## src/rtl/mem_pkg.sv

```systemverilog
//////////////////////////////
// Memory subsystem package
// Bus and array widths, access phases, timer steps
//////////////////////////////
`default_nettype none

package mem_pkg;

   //////////////////////////////
   // Bus side types
   //////////////////////////////
   typedef logic [31:0]  bus_word_t;
   typedef logic [15:0]  bus_addr_t;
   typedef logic [2:0]   size_code_t;
   // One-hot: bit 0 icache, bit 1 dcache, bit 2 DMA
   typedef logic [2:0]   dest_t;
   typedef logic [1:0]   beat_idx_t;

   //////////////////////////////
   // Array side types
   //////////////////////////////
   typedef logic [14:0]  mem_addr_t;
   typedef logic [9:0]   row_idx_t;
   // Byte 0 sits in bits 7:0
   typedef logic [127:0] line_t;
   typedef logic [255:0] row_t;
   typedef logic [31:0]  byte_mask_t;

   // Phase of the access stage timer
   typedef enum logic [1:0]
   {
      ACC_IDLE,
      ACC_WAIT,
      ACC_STROBE,
      ACC_DONE
   } access_state_t;

   localparam int BEATS_PER_LINE = 4;

   // Thermometer positions of the memory timer
   localparam int WRITE_STROBE_STEP = 2;
   localparam int READ_SAMPLE_STEP  = 3;
   localparam int DONE_STEP         = 6;

endpackage

`default_nettype wire

```

## src/rtl/mem_access_ctrl.sv

```systemverilog
//////////////////////////////
// Access controller: write latch and access
// stages, memory timer and array strobes
//////////////////////////////
`timescale 1ns/1ns
`default_nettype none

module mem_access_ctrl
(
   input  logic                bus_clk,
   input  logic                arst_n,
   input  logic                req_valid,
   output logic                req_ready,
   input  logic                req_write,
   input  mem_pkg::bus_addr_t  req_addr,
   input  mem_pkg::size_code_t req_size,
   input  mem_pkg::dest_t      req_src,
   input  mem_pkg::line_t      req_line,
   output mem_pkg::mem_addr_t  acc_addr,
   output mem_pkg::size_code_t acc_size,
   output mem_pkg::line_t      acc_line,
   output logic                mem_en,
   output logic                mem_wr,
   output mem_pkg::row_idx_t   mem_row,
   input  mem_pkg::row_t       rd_row,
   output logic                ret_valid,
   input  logic                ret_ready,
   output mem_pkg::bus_addr_t  ret_addr,
   output mem_pkg::dest_t      ret_src,
   output mem_pkg::line_t      ret_line
);
   import mem_pkg::*;

   // Write latch stage
   logic          wl_valid;
   logic          wl_write;
   bus_addr_t     wl_addr;
   size_code_t    wl_size;
   dest_t         wl_src;
   line_t         wl_line;

   // Access stage
   logic          ac_valid;
   logic          ac_write;
   bus_addr_t     ac_addr;
   size_code_t    ac_size;
   dest_t         ac_src;
   line_t         ac_line;

   logic [7:0]    timer;
   access_state_t phase;
   logic          at_strobe;
   logic          rd_capture;
   logic          ld_wl;
   logic          ld_ac;
   logic          clr_ac;

   //////////////////////////////
   // Stage load and clear
   //////////////////////////////
   assign clr_ac    = (phase == ACC_DONE) & (ac_write | ret_ready);
   assign ld_ac     = wl_valid & (~ac_valid | clr_ac);
   assign req_ready = ~wl_valid | ld_ac;
   assign ld_wl     = req_valid & req_ready;

   always_ff @(posedge bus_clk or negedge arst_n)
   begin
      if (!arst_n)
      begin
         wl_valid <= 1'b0;
         ac_valid <= 1'b0;
         timer    <= '0;
      end
      else
      begin
         if (ld_wl)
            wl_valid <= 1'b1;
         else if (ld_ac)
            wl_valid <= 1'b0;

         if (ld_ac)
            ac_valid <= 1'b1;
         else if (clr_ac)
            ac_valid <= 1'b0;

         // One more bit set each cycle, restarts on a new access
         if (ld_ac)
            timer <= 8'b0000_0001;
         else if (ac_valid)
            timer <= {timer[6:0], 1'b1};
      end
   end

   always_ff @(posedge bus_clk)
   begin
      if (ld_wl)
      begin
         wl_write <= req_write;
         wl_addr  <= req_addr;
         wl_size  <= req_size;
         wl_src   <= req_src;
         wl_line  <= req_line;
      end
      if (ld_ac)
      begin
         ac_write <= wl_write;
         ac_addr  <= wl_addr;
         ac_size  <= wl_size;
         ac_src   <= wl_src;
         ac_line  <= wl_line;
      end
      // Half row picked by address bit 4
      if (rd_capture)
         ret_line <= ac_addr[4] ? rd_row[255:128] : rd_row[127:0];
   end

   //////////////////////////////
   // Timer decode
   //////////////////////////////
   assign at_strobe = ac_write ?
                      (timer[WRITE_STROBE_STEP] & ~timer[WRITE_STROBE_STEP + 1]) :
                      (timer[READ_SAMPLE_STEP] & ~timer[READ_SAMPLE_STEP + 1]);

   always_comb
   begin
      if (!ac_valid)
         phase = ACC_IDLE;
      else if (timer[DONE_STEP])
         phase = ACC_DONE;
      else if (at_strobe)
         phase = ACC_STROBE;
      else
         phase = ACC_WAIT;
   end

   // Array data is out one cycle after the read strobe
   assign rd_capture = ac_valid & ~ac_write &
                       timer[READ_SAMPLE_STEP + 1] & ~timer[READ_SAMPLE_STEP + 2];

   assign mem_en   = (phase == ACC_STROBE);
   assign mem_wr   = mem_en & ac_write;
   assign mem_row  = ac_addr[14:5];
   assign acc_addr = ac_addr[14:0];
   assign acc_size = ac_size;
   assign acc_line = ac_line;

   assign ret_valid = (phase == ACC_DONE) & ~ac_write;
   assign ret_addr  = ac_addr;
   assign ret_src   = ac_src;

endmodule

`default_nettype wire

```

## config.mk

```make
export PLATFORM = sky130hd
export DESIGN_NAME = mem_access_ctrl
export DESIGN_NICKNAME = d
export VERILOG_FILES = /design/src/rtl/mem_pkg.sv /design/src/rtl/mem_access_ctrl.sv
export SDC_FILE = /design/constraint.sdc
export NUM_CORES = 1
export LEC_CHECK = 0
export BUFFER_PORTS_ARGS = -buffer_cell sky130_fd_sc_hd__buf_4
export CORE_AREA = 2 2 282 284
export CTS_CLUSTER_DIAMETER = 200
export DETAILED_ROUTE_END_ITERATION = 8
export DIE_AREA = 0 0 284 286
export PLACE_DENSITY = 0.43
export SLEW_MARGIN = 20
export SYNTH_ARGS = -nofsm -noshare
export SYNTH_HDL_FRONTEND = slang
export SYNTH_SLANG_ARGS = --single-unit
```

## constraint.sdc

```tcl
create_clock -name bus_clk -period 12.9 [get_ports bus_clk]
set_clock_uncertainty 0.15 [all_clocks]
set_input_delay 0.645 -clock bus_clk [delete_from_list [all_inputs] [get_ports bus_clk]]
set_output_delay 0.645 -clock bus_clk [all_outputs]
set_load 0.01 [all_outputs]
```

== After elaboration in Yosys (flattened, before gate mapping) ==
Index checks and enable logic that the tools add are counted.

* Bits in registers: 439

* Bitwise gates (word level): 19
* Muxes and demuxes: 11
* Eq/ne operators: 2
* Reductions and logical operators: 3

{| class="wikitable"
|+ Operators by type and width
! kind !! number
|-
| 128-bit two-way mux || 1
|-
| 7-bit two-way mux || 2
|-
| 1-bit AND || 10
|-
| 2-bit two-way mux || 3
|-
| 1-bit inverter || 6
|-
| 2-bit nonzero test || 3
|-
| 1-bit two-way mux || 5
|-
| 2-bit == test (second input constant) || 2
|-
| 1-bit OR || 3
|}

== Logic depth before layout (Yosys ltp) ==
Gate-level depths: netlist (run 1).

* Depth after elaboration: 13
* Gate-level depth with buffers: 3
* Mapped depth without buffers: 2

== Least setup slack after synthesis (run 1) ==
No wires, ideal clock.

* Path kind: flip-flop to flip-flop
* From: register ac_valid
* To: register ret_line[0] (enable)
* Cell stages (with the launch flop): 2
* Required time: 11,818 ps
* Setup slack: -811 ps
* Period minus slack after synthesis: 13,711 ps
* Buffers on the path: 0
* Arrival: 12,629 ps
* Library setup time: 932 ps
* Path through: dfrtp_1 -> nor4bb_1

* Cells in the longest elaborated chain, start to end: 3

{| class="wikitable"
|+ RTL lines
! element !! line !! source
|-
| start: declaration || mem_access_ctrl.sv:43 || <nowiki>logic ac_valid;</nowiki>
|-
| start signal: assignment || mem_access_ctrl.sv:71 || <nowiki>ac_valid <= 1'b0;</nowiki>
|-
| start signal: assignment || mem_access_ctrl.sv:82 || <nowiki>ac_valid <= 1'b1;</nowiki>
|-
| start signal: assignment || mem_access_ctrl.sv:84 || <nowiki>ac_valid <= 1'b0;</nowiki>
|-
| 1-bit AND (2 in series) || mem_access_ctrl.sv:137 || <nowiki>assign rd_capture = ac_valid & ~ac_write &</nowiki>
|-
| 1-bit AND || mem_access_ctrl.sv:138 || <nowiki>timer[READ_SAMPLE_STEP + 1] & ~timer[READ_SAMPLE_STEP + 2];</nowiki>
|-
| net rd_capture || mem_access_ctrl.sv:53 || <nowiki>logic rd_capture;</nowiki>
|-
| end signal: assignment || mem_access_ctrl.sv:114 || <nowiki>ret_line <= ac_addr[4] ? rd_row[255:128] : rd_row[127:0];</nowiki>
|-
| end: declaration || mem_access_ctrl.sv:30 || <nowiki>output mem_pkg::line_t ret_line</nowiki>
|}

The timed path passes the listed nets, and every way through them passes these cells.
A chain may end at the register's enable or synchronous reset.

== Worst setup path in the final report (run 1) ==
* From: register ac_addr[4], in the netlist ret_addr[4]
* To: output ret_addr[4]

{| class="wikitable"
|+ RTL lines
! element !! line !! source
|-
| start: declaration || mem_access_ctrl.sv:45 || <nowiki>bus_addr_t ac_addr;</nowiki>
|-
| start signal: assignment || mem_access_ctrl.sv:107 || <nowiki>ac_addr <= wl_addr;</nowiki>
|-
| end: declaration || mem_access_ctrl.sv:28 || <nowiki>output mem_pkg::bus_addr_t ret_addr,</nowiki>
|}

No word-level cell between the ends.

==> key figures, run 1 <==
Timing
  • Final hold violation count: 0
  • Tmin final: 4069 ps
  • Final WS setup: between 8000 and 9000 ps
  • Final setup fails: 0
  • Worst slew pin tran: ~1200 ps
  • Relative slew slack: between 20% and 30%
  • Setup TNS: 0 ps
  • Tcrit/Tclk final: between 30% and 40%
  • RSZ-0062 raised after global routing: false
  • Fmax: about 0.25 GHz
  • Max Transition Viols Final: 0

GRT
  • First-pass GRT wire length: around 73 mm
  • Largest net degree at the start of global routing: between 100 and 150
  • Global route overflow: 0
  • GRT Overall Usage: 12.62%
  • Vias in the first global route: roughly 9400
  • Initial antenna violation count: 7

Worst setup path
  • Startpoint types: register
  • Worst path cell trace: buf_4 -> buf_4 -> buf_4
  • Worst Path Buf+Inv: 3
  • CP top delay family: buffers and inverters
  • Critical path's slowest cell: edfxtp_1
  • CP arrival: ~3300 ps
  • Crit path capture type: output pin
  • Worst setup path category: reg2out
  • Max incr delay on CP: around 840 ps
  • Peak fanout along the critical path: between 60 and 70
  • WP data required: between 10000 and 15000 ps
  • Most common cell on crit path: buf_4

Clock network
  • Clk_lat worst skew: slightly below 600 ps
  • Total setup buffers inserted after CTS: 0
  • H-Tree Depth: 2
  • Clk root buf: clkbuf_16
  • CTS tree: done
  • Clock slew at reported path FFs: 60 ps
  • CTS Sinks: 439
  • CTS resizes: 0
  • Total CTS buffers: 50
  • Clk buf depth: 3

Logic synthesis
  • EDFF count, synth: 430
  • Ys flop type: edfxtp_1
  • Synth warn: 0
  • Most frequent cell after synthesis: edfxtp_1
  • Synth Register Bits: approximately 440
  • Synth Instances: 630
  • Ys async rst share: under 10%
  • Cell taking the most area after synthesis: edfxtp_1
  • Mean Syn Cell Area: about 24 um2
  • Synth area leaders: edfxtp_1, mux2_2, dfrtp_1, buf_4, clkbuf_8
  • Syn nets: 1041
  • Synth top area share: between 80 and 90%
  • Yosys cell types: 24
  • Seq/Total Area, Yosys: 86.86%
  • Synth top cells by count: edfxtp_1, mux2_2, buf_4
  • Synth Cell Area: 15130 um2

Placed design
  • DP Area: about 22000 um2
  • Port Buf Inserts: 717
  • Placed Cells: between 2000 and 2500
  • GP Congestion: 0.8540
  • Worst slack, placed: ~8800 ps
  • Dpl hpwl: about 40 mm

Cells and area
  • Register area: about 13000 um2
  • Area taken by multi-input logic gates: between 1500 and 2000 um2
  • Final instance area: 23210 um2
  • NumNets Final: 1778
  • Fillers: between 7000 and 8000
  • Layout Cells excl Fill: about 2500
  • Share of cells above drive strength 1: 65.96%
  • Area growth from synthesis to layout: 53.48%

Pwr
  • Power, Total: around 0.0047 W
  • Worst vdd ir: between 0.0001 and 0.00015 V
  • Power per Cell Area: about 200 nW/um2
  • Leak pwr: 8.945 nW

Route
  • Final ANT Viol Nets: 0
  • Routed vias/inst: around 3.6
  • DR iter-0 viols: approximately 430
  • Avg WL per Cell: 21.84 um
  • Total Wirelength: about 54 mm
  • Drt drc: 0
  • Met2 WL: between 20 and 30 mm
  • Vias after detailed routing: ~8800
  • WL met1: 19.20 mm
  • Top sig layer: met5
  • DR WL met3: approximately 7 mm
  • First-pass DRT Iterations: 4

Outcome
  • Status: completed

Floorplanning
  • Die Wd: around 280 um
  • Starting Density: 19.30%
  • Die height: 286 um
  • Core Footprint: between 70000 and 80000 um2
  • # IOs: roughly 720
  • Rows: 103
  • Die ar.: approximately 80000 um2

Run
  • Max Cap Viol: 0

Min path
  • Hold WC Path Type: in2reg
## cells by family (layout without fill, tap and decap cells)
family / after synthesis / after routing / synth area share (%)
other: 0 / 2 / 0
multiplexers: 128 / 128 / 9.529
flip-flops: 439 / 439 / 86.86
buffers and inverters: 41 / 818 / 2.473
AND/OR/NAND/NOR: 9 / 9 / 0.3971
AO/OA/AOI/OAI: 13 / 13 / 0.7445
## where the power goes
group / total (W) / internal [W] / switching (W)
clock network: 0.00143 / 0.000836 / 0.000596
logic: 0.00106 / 0.000470 / 0.000589
registers: 0.00219 / 0.00206 / 0.000139
## routing by layer
layer,global-route usage [%],vias to the layer above
li1,-,3977
met1,13.66,4245
met2,21.33,505
met3,7.081,70
met4,3.145,8
met5,0,-
## sequential cells by signal (all words and copies together), names as in the netlist, 3 cells and up
signal,cells
acc_line,128
ret_line,128
wl_line,128
ret_addr,16
wl_addr,16
timer,7
acc_size,3
ret_src,3
wl_size,3
wl_src,3
## area by class of cell
cell class / instances / share of cell area, %
Tap cell: 1050 / 5.659
Antenna cell: 2 / 0.02156
Inverter: 1 / 0.01617
Sequential cell: 439 / 56.59
Timing Repair Buffer: 725 / 23.51
Multi-Input combinational cell: 150 / 7.131
Clock buffer: 60 / 5.551
Clock inverter: 32 / 1.520
## cells in the final DEF, fill, tap and decap left out, types with 2 or more instances in the layout
cell type   count
a32o_1          6
buf_4         723
bufinv_16       6
clkbuf_1       10
clkbuf_16      50
clkinv_1       11
clkinv_2        8
clkinv_4        2
clkinvlp_4      2
dfrtp_1         9
diode_2         2
edfxtp_1      430
mux2_2        128
nor2_1          2
## path summary, 6_finish.rpt
check / start / cells past startpoint / end / slack [ps]
max: ret_addr[4]$_DFFE_PP_ / 3 / ret_addr[4] / 8830
min: req_line[32] / 1 / wl_line[32]$_DFFE_PP_ / 70
max reg2reg: ac_write$_DFFE_PP_ / 4 / wl_line[45]$_DFFE_PP_ / 9120
min reg2reg: wl_line[7]$_DFFE_PP_ / 0 / acc_line[7]$_DFFE_PP_ / 260
max in group asynchronous: arst_n / 2 / timer[1]$_DFFE_PN0P_ / 12200
min in group asynchronous: arst_n / 2 / timer[6]$_DFFE_PN0P_ / 260
## metrics by stage
step | util [%] | hold WS [ps]
2_1_floorplan | - | 199.4
6_report | 29.63 | 72.96
3_3_place_gp | 27.51 | 250.2
3_5_place_dp | 27.51 | 254.5
5_1_grt | 29.62 | 24.75
4_1_cts | 29.62 | 13.70
## timing repair
action	CTS	global route
endpoints found under the setup margin	0	0
endpoints found under the hold margin	9	0
hold buffers	1	0
Power figures use the tool's default switching activity.
==> run 2, diff against run 1 <==
--- a/config.mk
+++ b/config.mk
@@ -6,10 +6,10 @@
 export NUM_CORES = 1
 export LEC_CHECK = 0
 export BUFFER_PORTS_ARGS = -buffer_cell sky130_fd_sc_hd__buf_4
-export CORE_AREA = 2 2 282 284
+export CORE_AREA = 2 2 278 280
 export CTS_CLUSTER_DIAMETER = 200
 export DETAILED_ROUTE_END_ITERATION = 8
-export DIE_AREA = 0 0 284 286
+export DIE_AREA = 0 0 280 282
 export PLACE_DENSITY = 0.43
 export SLEW_MARGIN = 20
 export SYNTH_ARGS = -nofsm -noshare
==> constraint.sdc (replaced) <==
create_clock -name bus_clk -period 4.2 [get_ports bus_clk]
set_clock_uncertainty 0.15 [all_clocks]
set_input_delay 0.21 -clock bus_clk [delete_from_list [all_inputs] [get_ports bus_clk]]
set_output_delay 0.21 -clock bus_clk [all_outputs]
set_load 0.01 [all_outputs]
==> run 2 against run 1 <==
Net effect: final area rose by 18%; utilization rose by 6.5 points; largest cell class unchanged; global-route usage rose by 0.73 points; total power rose to 3.2 times the previous value; worst setup slack lost 7300 ps; sequential power grew to 3.1 times the previous value; flip-flop and latch count unchanged; clock-buffer cell count increased by 7.
==> key figures, run 2 (synthesized netlist as in run 1, its figures left out) <==
Outcome
  • Status: completed (unchanged)

Route
  • Drt drc: 0 (unchanged)
  • Routed vias/inst: 3.742 (was 3.581)
  • First-pass DRT Iterations: 4 (unchanged)
  • Final ANT Viol Nets: 0 (unchanged)
  • Avg WL per Cell: 19.70 um (was 21.84 um)
  • DR iter-0 viols: 400 (was 434)
  • Total Wirelength: 55.30 mm (was 53.71 mm)
  • Vias after detailed routing: 10505 (was 8805)

Pwr
  • Leak pwr: 10.69 nW (was 8.945 nW)
  • Worst vdd ir: 0.0003235 V (was 0.0001235 V)
  • Power, Total: 0.01495 W (was 0.004685 W)
  • Power per Cell Area: 547.3 nW/um2 (was 201.8 nW/um2)

Clock network
  • CTS Sinks: 439 (unchanged)
  • Total CTS buffers: 52 (was 50)
  • CTS resizes: 0 (unchanged)
  • H-Tree Depth: 2 (unchanged)
  • Total setup buffers inserted after CTS: 0 (unchanged)
  • Clk root buf: clkbuf_16 (unchanged)
  • CTS tree: done (unchanged)
  • Hold bufs inserted after CTS: 411 (was 1)
  • Clock slew at reported path FFs: 60 ps (about the same)
  • Clk_lat worst skew: 600 ps (was 590 ps)
  • Clk buf depth: 3 (unchanged)

Cells and area
  • Most frequent cells in the layout: buf_4, edfxtp_1, dlygate4sd3_1 (was buf_4, edfxtp_1, mux2_2)
  • Most common cell after layout, fill and taps aside: buf_4 (unchanged)
  • Share of cells above drive strength 1: 51.07% (was 65.96%)
  • Final Core Density: 36.09% (was 29.63%)
  • Area growth from synthesis to layout: 80.59% (was 53.48%)
  • NumNets Final: 2193 (was 1778)
  • Final instance area: 27320 um2 (was 23210 um2)
  • Fillers: 7270 (was 7946)

Worst setup path
  • Worst flop-to-flop path endpoint: acc_line[82]$_DFFE_PP_ (was wl_line[45]$_DFFE_PP_)
  • Worst R2R Setup Slack: 1520 ps (was 9120 ps)
  • WP data required: 4300 ps (was 12100 ps)
  • Max incr delay on CP: 880 ps (was 840 ps)
  • Worst reg2reg startpoint: ac_write$_DFFE_PP_ (unchanged)
  • Peak fanout along the critical path: 60 (was 69)
  • Worst R2R Path Depth: 3 (was 4)
  • Worst path cell trace: o21ai_0 -> a21boi_4 -> buf_12 (was buf_4 -> buf_4 -> buf_4)
  • Worst Path Buf+Inv: 1 (was 3)
  • Worst setup path category: reg2reg (was reg2out)
  • Crit path capture type: register (was output pin)
  • CP arrival: 2770 ps (was 3270 ps)
  • Critical path's slowest cell: a21boi_4 (was edfxtp_1)
  • Startpoint types: register (unchanged)
  • CP top delay family: compound AO/OA/AOI/OAI gates (was buffers and inverters)

Timing
  • Worst slew pin tran: 1026 ps (was 1185 ps)
  • Max Transition Viols Final: 0 (unchanged)
  • Hold_ws: 182.9 ps (was 72.96 ps)
  • Final hold violation count: 0 (unchanged)
  • Tmin final: about 2700 ps
  • Fmax: 0.3737 GHz
  • Tcrit/Tclk final: between 60% and 70%
  • Relative slew slack: 31.58% (was 21.00%)
  • Final setup fails: 0 (unchanged)
  • RSZ-0062 raised after global routing: false (unchanged)

GRT
  • Initial antenna violation count: 18 (was 7)
  • First-pass GRT wire length: 76.51 mm (was 72.76 mm)
  • Global route overflow: 0 (unchanged)
  • Vias in the first global route: 11424 (was 9413)
  • GRT Overall Usage: 13.35% (was 12.62%)
  • Largest net degree at the start of global routing: 152 (was 146)

Floorplanning
  • # IOs: 718 (unchanged)
  • Die height: 282 um (was 286 um)
  • Rows: 101 (was 103)
  • Die Wd: 280 um (was 284 um)
  • Core Footprint: 75700 um2 (was 78360 um2)
  • Die ar.: 78960 um2 (was 81220 um2)
  • Starting Density: 19.98% (was 19.30%)

Placed design
  • Port Buf Inserts: 717 (unchanged)
  • DP Area: 21540 um2 (was 21560 um2)
  • Dpl hpwl: 39.58 mm (was 40.76 mm)
  • GP Congestion: 0.7997 (was 0.8540)

Min path
  • Hold Path Stages: 2 (was 1)
  • Hold WC Path Type: in2reg (unchanged)
  • Worst hold path endpoint: wl_line[44]$_DFFE_PP_ (was wl_line[32]$_DFFE_PP_)
  • Hold path startpoint: req_line[44] (was req_line[32])

Run
  • Max Cap Viol: 0 (unchanged)
[run 2: changes by cell type in the layout (fill, tap and decap cells not counted), sizes merged]
cell         delta
clkbuf          +7
bufinv          -1
dlygate4sd3   +410
clkinv          -3
buf             +3
diode           +4
[run 2: cell type report]
class	count	area, um2	share of cell area [%]
multi-input combinational	150	1655	6.060
clock inverter	28	289.0	1.058
tap	978	1224	4.480
inverter	1	3.754	0.01374
timing repair buffer	1138	9634	35.27
antenna	6	15.01	0.05497
clock buffer	67	1358	4.970
sequential	439	13140	48.09
[run 2: metal layers]
metal | up-vias | share of wire [%] | routed length, um | global-route usage [%]
met5 | - | 0.23 | 125 | 0
met4 | 20 | 3.6 | 1983 | 4.909
met3 | 108 | 12 | 6445 | 6.828
met2 | 491 | 49 | 26930 | 22.98
met1 | 5073 | 36 | 19820 | 13.90
li1 | 4813 | - | - | -
[run 2: worst max path at each step]
stage                        from                 endpoint  slack, ps  cells past startpoint
3_3_place_gp   ac_write$_DFFE_PP_   acc_line[38]$_DFFE_PP_       1480                      3
3_5_place_dp   ac_write$_DFFE_PP_   acc_line[38]$_DFFE_PP_       1450                      3
5_1_grt        ac_write$_DFFE_PP_  acc_line[122]$_DFFE_PP_       1300                      3
4_1_cts        ac_write$_DFFE_PP_  acc_line[122]$_DFFE_PP_       1430                      3
6_report       ac_write$_DFFE_PP_   acc_line[82]$_DFFE_PP_       1520                      3
2_1_floorplan  ac_write$_DFFE_PP_    ret_line[0]$_DFFE_PP_      -1070                      1
[run 2: where the power goes]
| part | internal [W] | switching [W] | total, W |
|---|---|---|---|
| clock | 0.00259 | 0.00182 | 0.00441 |
| sequential | 0.00630 | 0.000408 | 0.00671 |
| combinational | 0.00194 | 0.00189 | 0.00383 |
[run 2: stage by stage]
step / setup TNS, ps / cells / worst slack [ps]
2_1_floorplan: -137380 / 630 / -1073
3_3_place_gp: 0 / 2295 / 1477
3_5_place_dp: 0 / 2295 / 1447
4_1_cts: 0 / 2801 / 1433
5_1_grt: 0 / 2803 / 1301
6_report: 0 / 2807 / 1524
==> run 3, diff against run 2 <==
--- a/config.mk
+++ b/config.mk
@@ -5,6 +5,7 @@
 export SDC_FILE = /design/constraint.sdc
 export NUM_CORES = 1
 export LEC_CHECK = 0
+export ABC_AREA = 1
 export BUFFER_PORTS_ARGS = -buffer_cell sky130_fd_sc_hd__buf_4
 export CORE_AREA = 2 2 278 280
 export CTS_CLUSTER_DIAMETER = 200
==> constraint.sdc (replaced) <==
create_clock -name bus_clk -period 2.8 [get_ports bus_clk]
set_clock_uncertainty 0.15 [all_clocks]
set_input_delay 0.14 -clock bus_clk [delete_from_list [all_inputs] [get_ports bus_clk]]
set_output_delay 0.14 -clock bus_clk [all_outputs]
set_load 0.01 [all_outputs]
==> run 3 against run 2 <==
Net effect: die area stayed put; global-route usage is 0.18 points higher; total power is 50% higher.
==> key figures, run 3 <==
Cells and area
  • Share of cells above drive strength 1: 50.35% (was 51.07%)
  • Final instance area: 27420 um2 (was 27320 um2)
  • Final Core Density: 36.23% (was 36.09%)
  • Area growth from synthesis to layout: 81.01% (was 80.59%)
  • Most frequent cells in the layout: buf_4, edfxtp_1, dlygate4sd3_1 (unchanged)
  • Layout Cells excl Fill: 2839 (was 2807)
  • Fillers: 7240 (was 7270)
  • NumNets Final: 2230 (was 2193)
  • Most common cell after layout, fill and taps aside: buf_4 (unchanged)

Timing
  • Tmin final: 2435 ps (was 2676 ps)
  • Final hold violation count: 0 (unchanged)
  • Hold_ws: 101.5 ps (was 182.9 ps)
  • Max Transition Viols Final: 0 (unchanged)
  • RSZ-0062 raised after global routing: false (unchanged)
  • Final setup fails: 0 (unchanged)
  • Relative slew slack: 53.76% (was 31.58%)
  • Final WS setup: 365.0 ps (was 1524 ps)
  • Fmax: 0.4107 GHz (was 0.3737 GHz)
  • Tcrit/Tclk final: 86.97% (was 63.71%)
  • Worst slew pin tran: 693.7 ps (was 1026 ps)

Worst setup path
  • Worst path cell trace: buf_12 -> mux2_2 -> dlygate4sd3_1 (was o21ai_0 -> a21boi_4 -> buf_12)
  • Peak fanout along the critical path: 29 (was 60)
  • Crit path capture type: register (unchanged)
  • CP top delay family: buffers and inverters (was compound AO/OA/AOI/OAI gates)
  • Max incr delay on CP: 790 ps (was 880 ps)
  • Critical path's slowest cell: edfxtp_1 (was a21boi_4)
  • Worst Path Buf+Inv: 2 (was 1)
  • WP data required: 2990 ps (was 4300 ps)
  • CP arrival: 2620 ps (was 2770 ps)
  • Startpoint types: register (unchanged)
  • Worst R2R Setup Slack: 360 ps (was 1520 ps)
  • Worst flop-to-flop path endpoint: ret_line[93]$_DFFE_PP_ (was acc_line[82]$_DFFE_PP_)
  • Worst setup path category: reg2reg (unchanged)
  • Worst reg2reg startpoint: ret_addr[4]$_DFFE_PP_ (was ac_write$_DFFE_PP_)
  • Worst R2R Path Depth: 3 (unchanged)

Logic synthesis
  • Mean Syn Cell Area: 23.10 um2 (was 24.01 um2)
  • Synth Area in Adders: 0% (unchanged)
  • Compound-Gate Fraction of Synth Area: 0.09910% (was 0.7445%)
  • XOR/XNOR Fraction of Synth Area: 0% (unchanged)
  • Synth Instances: 656 (was 630)
  • Simple-gate area share of the yosys netlist: 0.9827% (was 0.3971%)
  • Ys flop type: edfxtp_1 (unchanged)
  • Cell taking the most area after synthesis: edfxtp_1 (unchanged)
  • EDFF count, synth: 430 (unchanged)
  • Synth area leaders: edfxtp_1, mux2_2, dfrtp_1, buf_4, clkbuf_8 (unchanged)
  • Synth top cells by count: edfxtp_1, mux2_2, buf_4 (unchanged)
  • Synth Register Bits: 439 (unchanged)
  • Post-synthesis mux area share: 9.514% (was 9.529%)
  • Ys async rst share: 2.050% (unchanged)
  • Synth top area share: 85.23% (was 85.37%)
  • Largest family of logic cells by synthesized area: multiplexers (unchanged)
  • Yosys cell types: 15 (was 24)
  • Most frequent cell after synthesis: edfxtp_1 (unchanged)
  • Syn nets: 1067 (was 1041)
  • Synth Cell Area: 15150 um2 (was 15130 um2)
  • Synth warn: 0 (unchanged)
  • Seq/Total Area, Yosys: 86.71% (was 86.86%)

Route
  • DR iter-0 viols: 440 (was 400)
  • Avg WL per Cell: 19.58 um (was 19.70 um)
  • Routed vias/inst: 3.745 (was 3.742)
  • Total Wirelength: 55.58 mm (was 55.30 mm)
  • Final ANT Viol Nets: 0 (unchanged)
  • Drt drc: 0 (unchanged)
  • First-pass DRT Iterations: 6 (was 4)
  • Vias after detailed routing: 10632 (was 10505)

GRT
  • First-pass GRT wire length: 77.98 mm (was 76.51 mm)
  • Global route overflow: 0 (unchanged)
  • Initial antenna violation count: 7 (was 18)
  • Vias in the first global route: 11768 (was 11424)
  • Largest net degree at the start of global routing: 77 (was 152)
  • GRT Overall Usage: 13.53% (was 13.35%)

Min path
  • Hold path startpoint: req_addr[10] (was req_line[44])
  • Hold Path Stages: 2 (unchanged)
  • Hold WC Path Type: in2reg (unchanged)
  • Worst hold path endpoint: wl_addr[10]$_DFFE_PP_ (was wl_line[44]$_DFFE_PP_)

Placed design
  • Port Buf Inserts: 717 (unchanged)
  • Dpl hpwl: 40.55 mm (was 39.58 mm)
  • Worst slack, placed: 644.4 ps (was 1447 ps)
  • GP Congestion: 0.7980 (was 0.7997)
  • Placed Cells: 2330 (was 2295)
  • DP Area: 21700 um2 (was 21540 um2)

Clock network
  • CTS tree: done (unchanged)
  • CTS Sinks: 439 (unchanged)
  • Clk buf depth: 3 (unchanged)
  • Total CTS buffers: 53 (was 52)
  • H-Tree Depth: 2 (unchanged)
  • Clk_lat worst skew: 590 ps (was 600 ps)
  • Clk root buf: clkbuf_16 (unchanged)
  • Clock slew at reported path FFs: 60 ps (about the same)

Pwr
  • Power per Cell Area: 818.3 nW/um2 (was 547.3 nW/um2)
  • Leak pwr: 10.82 nW (was 10.69 nW)
  • Worst vdd ir: 0.0005030 V (was 0.0003235 V)

Floorplanning
  • Starting Density: 20.02% (was 19.98%)
  • Rows: 101 (unchanged)
  • Die Wd: 280 um (unchanged)
  • Die height: 282 um (unchanged)
  • # IOs: 718 (unchanged)
  • Core Footprint: 75700 um2 (unchanged)
  • Die ar.: 78960 um2 (unchanged)

Run
  • Max Cap Viol: 0 (unchanged)

Outcome
  • Status: completed (unchanged)
==> run 3: metal layers <==
layer	share of wire, %	GRT usage, %
met1	36	14.08
met5	0.13	0
met3	11	5.933
met4	3.6	5.197
met2	50	23.93
==> run 3: worst max-delay path by stage <==
| stage | from | end | slack [ps] | depth (start not counted) |
|---|---|---|---|---|
| floorplan | ac_valid$_DFFE_PN0P_ | ret_line[0]$_DFFE_PP_ | -1310 | 2 |
| global placement | ac_write$_DFFE_PP_ | wl_addr[4]$_DFFE_PP_ | 630 | 7 |
| detailed placement | ac_write$_DFFE_PP_ | wl_line[105]$_DFFE_PP_ | 640 | 7 |
| CTS | ret_addr[4]$_DFFE_PP_ | ret_line[1]$_DFFE_PP_ | 330 | 3 |
| global route | ret_addr[4]$_DFFE_PP_ | ret_line[101]$_DFFE_PP_ | 300 | 3 |
| finish | ret_addr[4]$_DFFE_PP_ | ret_line[93]$_DFFE_PP_ | 360 | 3 |
==> run 3: cells by family (layout without fill, tap and decap cells) <==
logic type      Yosys count  after routing
flops                   439            439
mux                     128            128
buf+inv                  50           1253
simple gates             36             36
compound gates            3              3
other cells               0              2
==> run 3: power breakdown <==
group	switching (W)	internal [W]
Clock	0.00277	0.00365
Sequential	0.000595	0.00944
Combinational	0.00298	0.00301
==> run 3: stage by stage <==
step	setup TNS, ps	power (W)
5_1_grt	0	0.02355
4_1_cts	0	0.02288
2_1_floorplan	-454850	0.01233
6_report	0	0.02244
3_3_place_gp	0	0.01543
3_5_place_dp	0	0.01548
==> run 3: repair_timing <==
item,4_1_cts,5_1_grt
hold endpoints to repair,299,0
setup buffers,0,0
hold buffers,412,0
gates resized for setup,0,0
==> run 3: final cells by class <==
type | instances | area [um2] | area share (%)
multi-input combinational | 167 | 1633 | 5.954
clock buffer | 62 | 1360 | 4.959
clock inverter | 33 | 236.5 | 0.8623
inverter | 10 | 41.29 | 0.1506
antenna | 2 | 5.005 | 0.01825
tap | 978 | 1224 | 4.462
timing repair buffer | 1148 | 9787 | 35.69
sequential | 439 | 13140 | 47.91
==> run 3: worst reg2reg max path, cell delays in order, from the launching register on <==
cell and delay, ps:
edfxtp_1 790, buf_12 300, mux2_2 400, dlygate4sd3_1 560
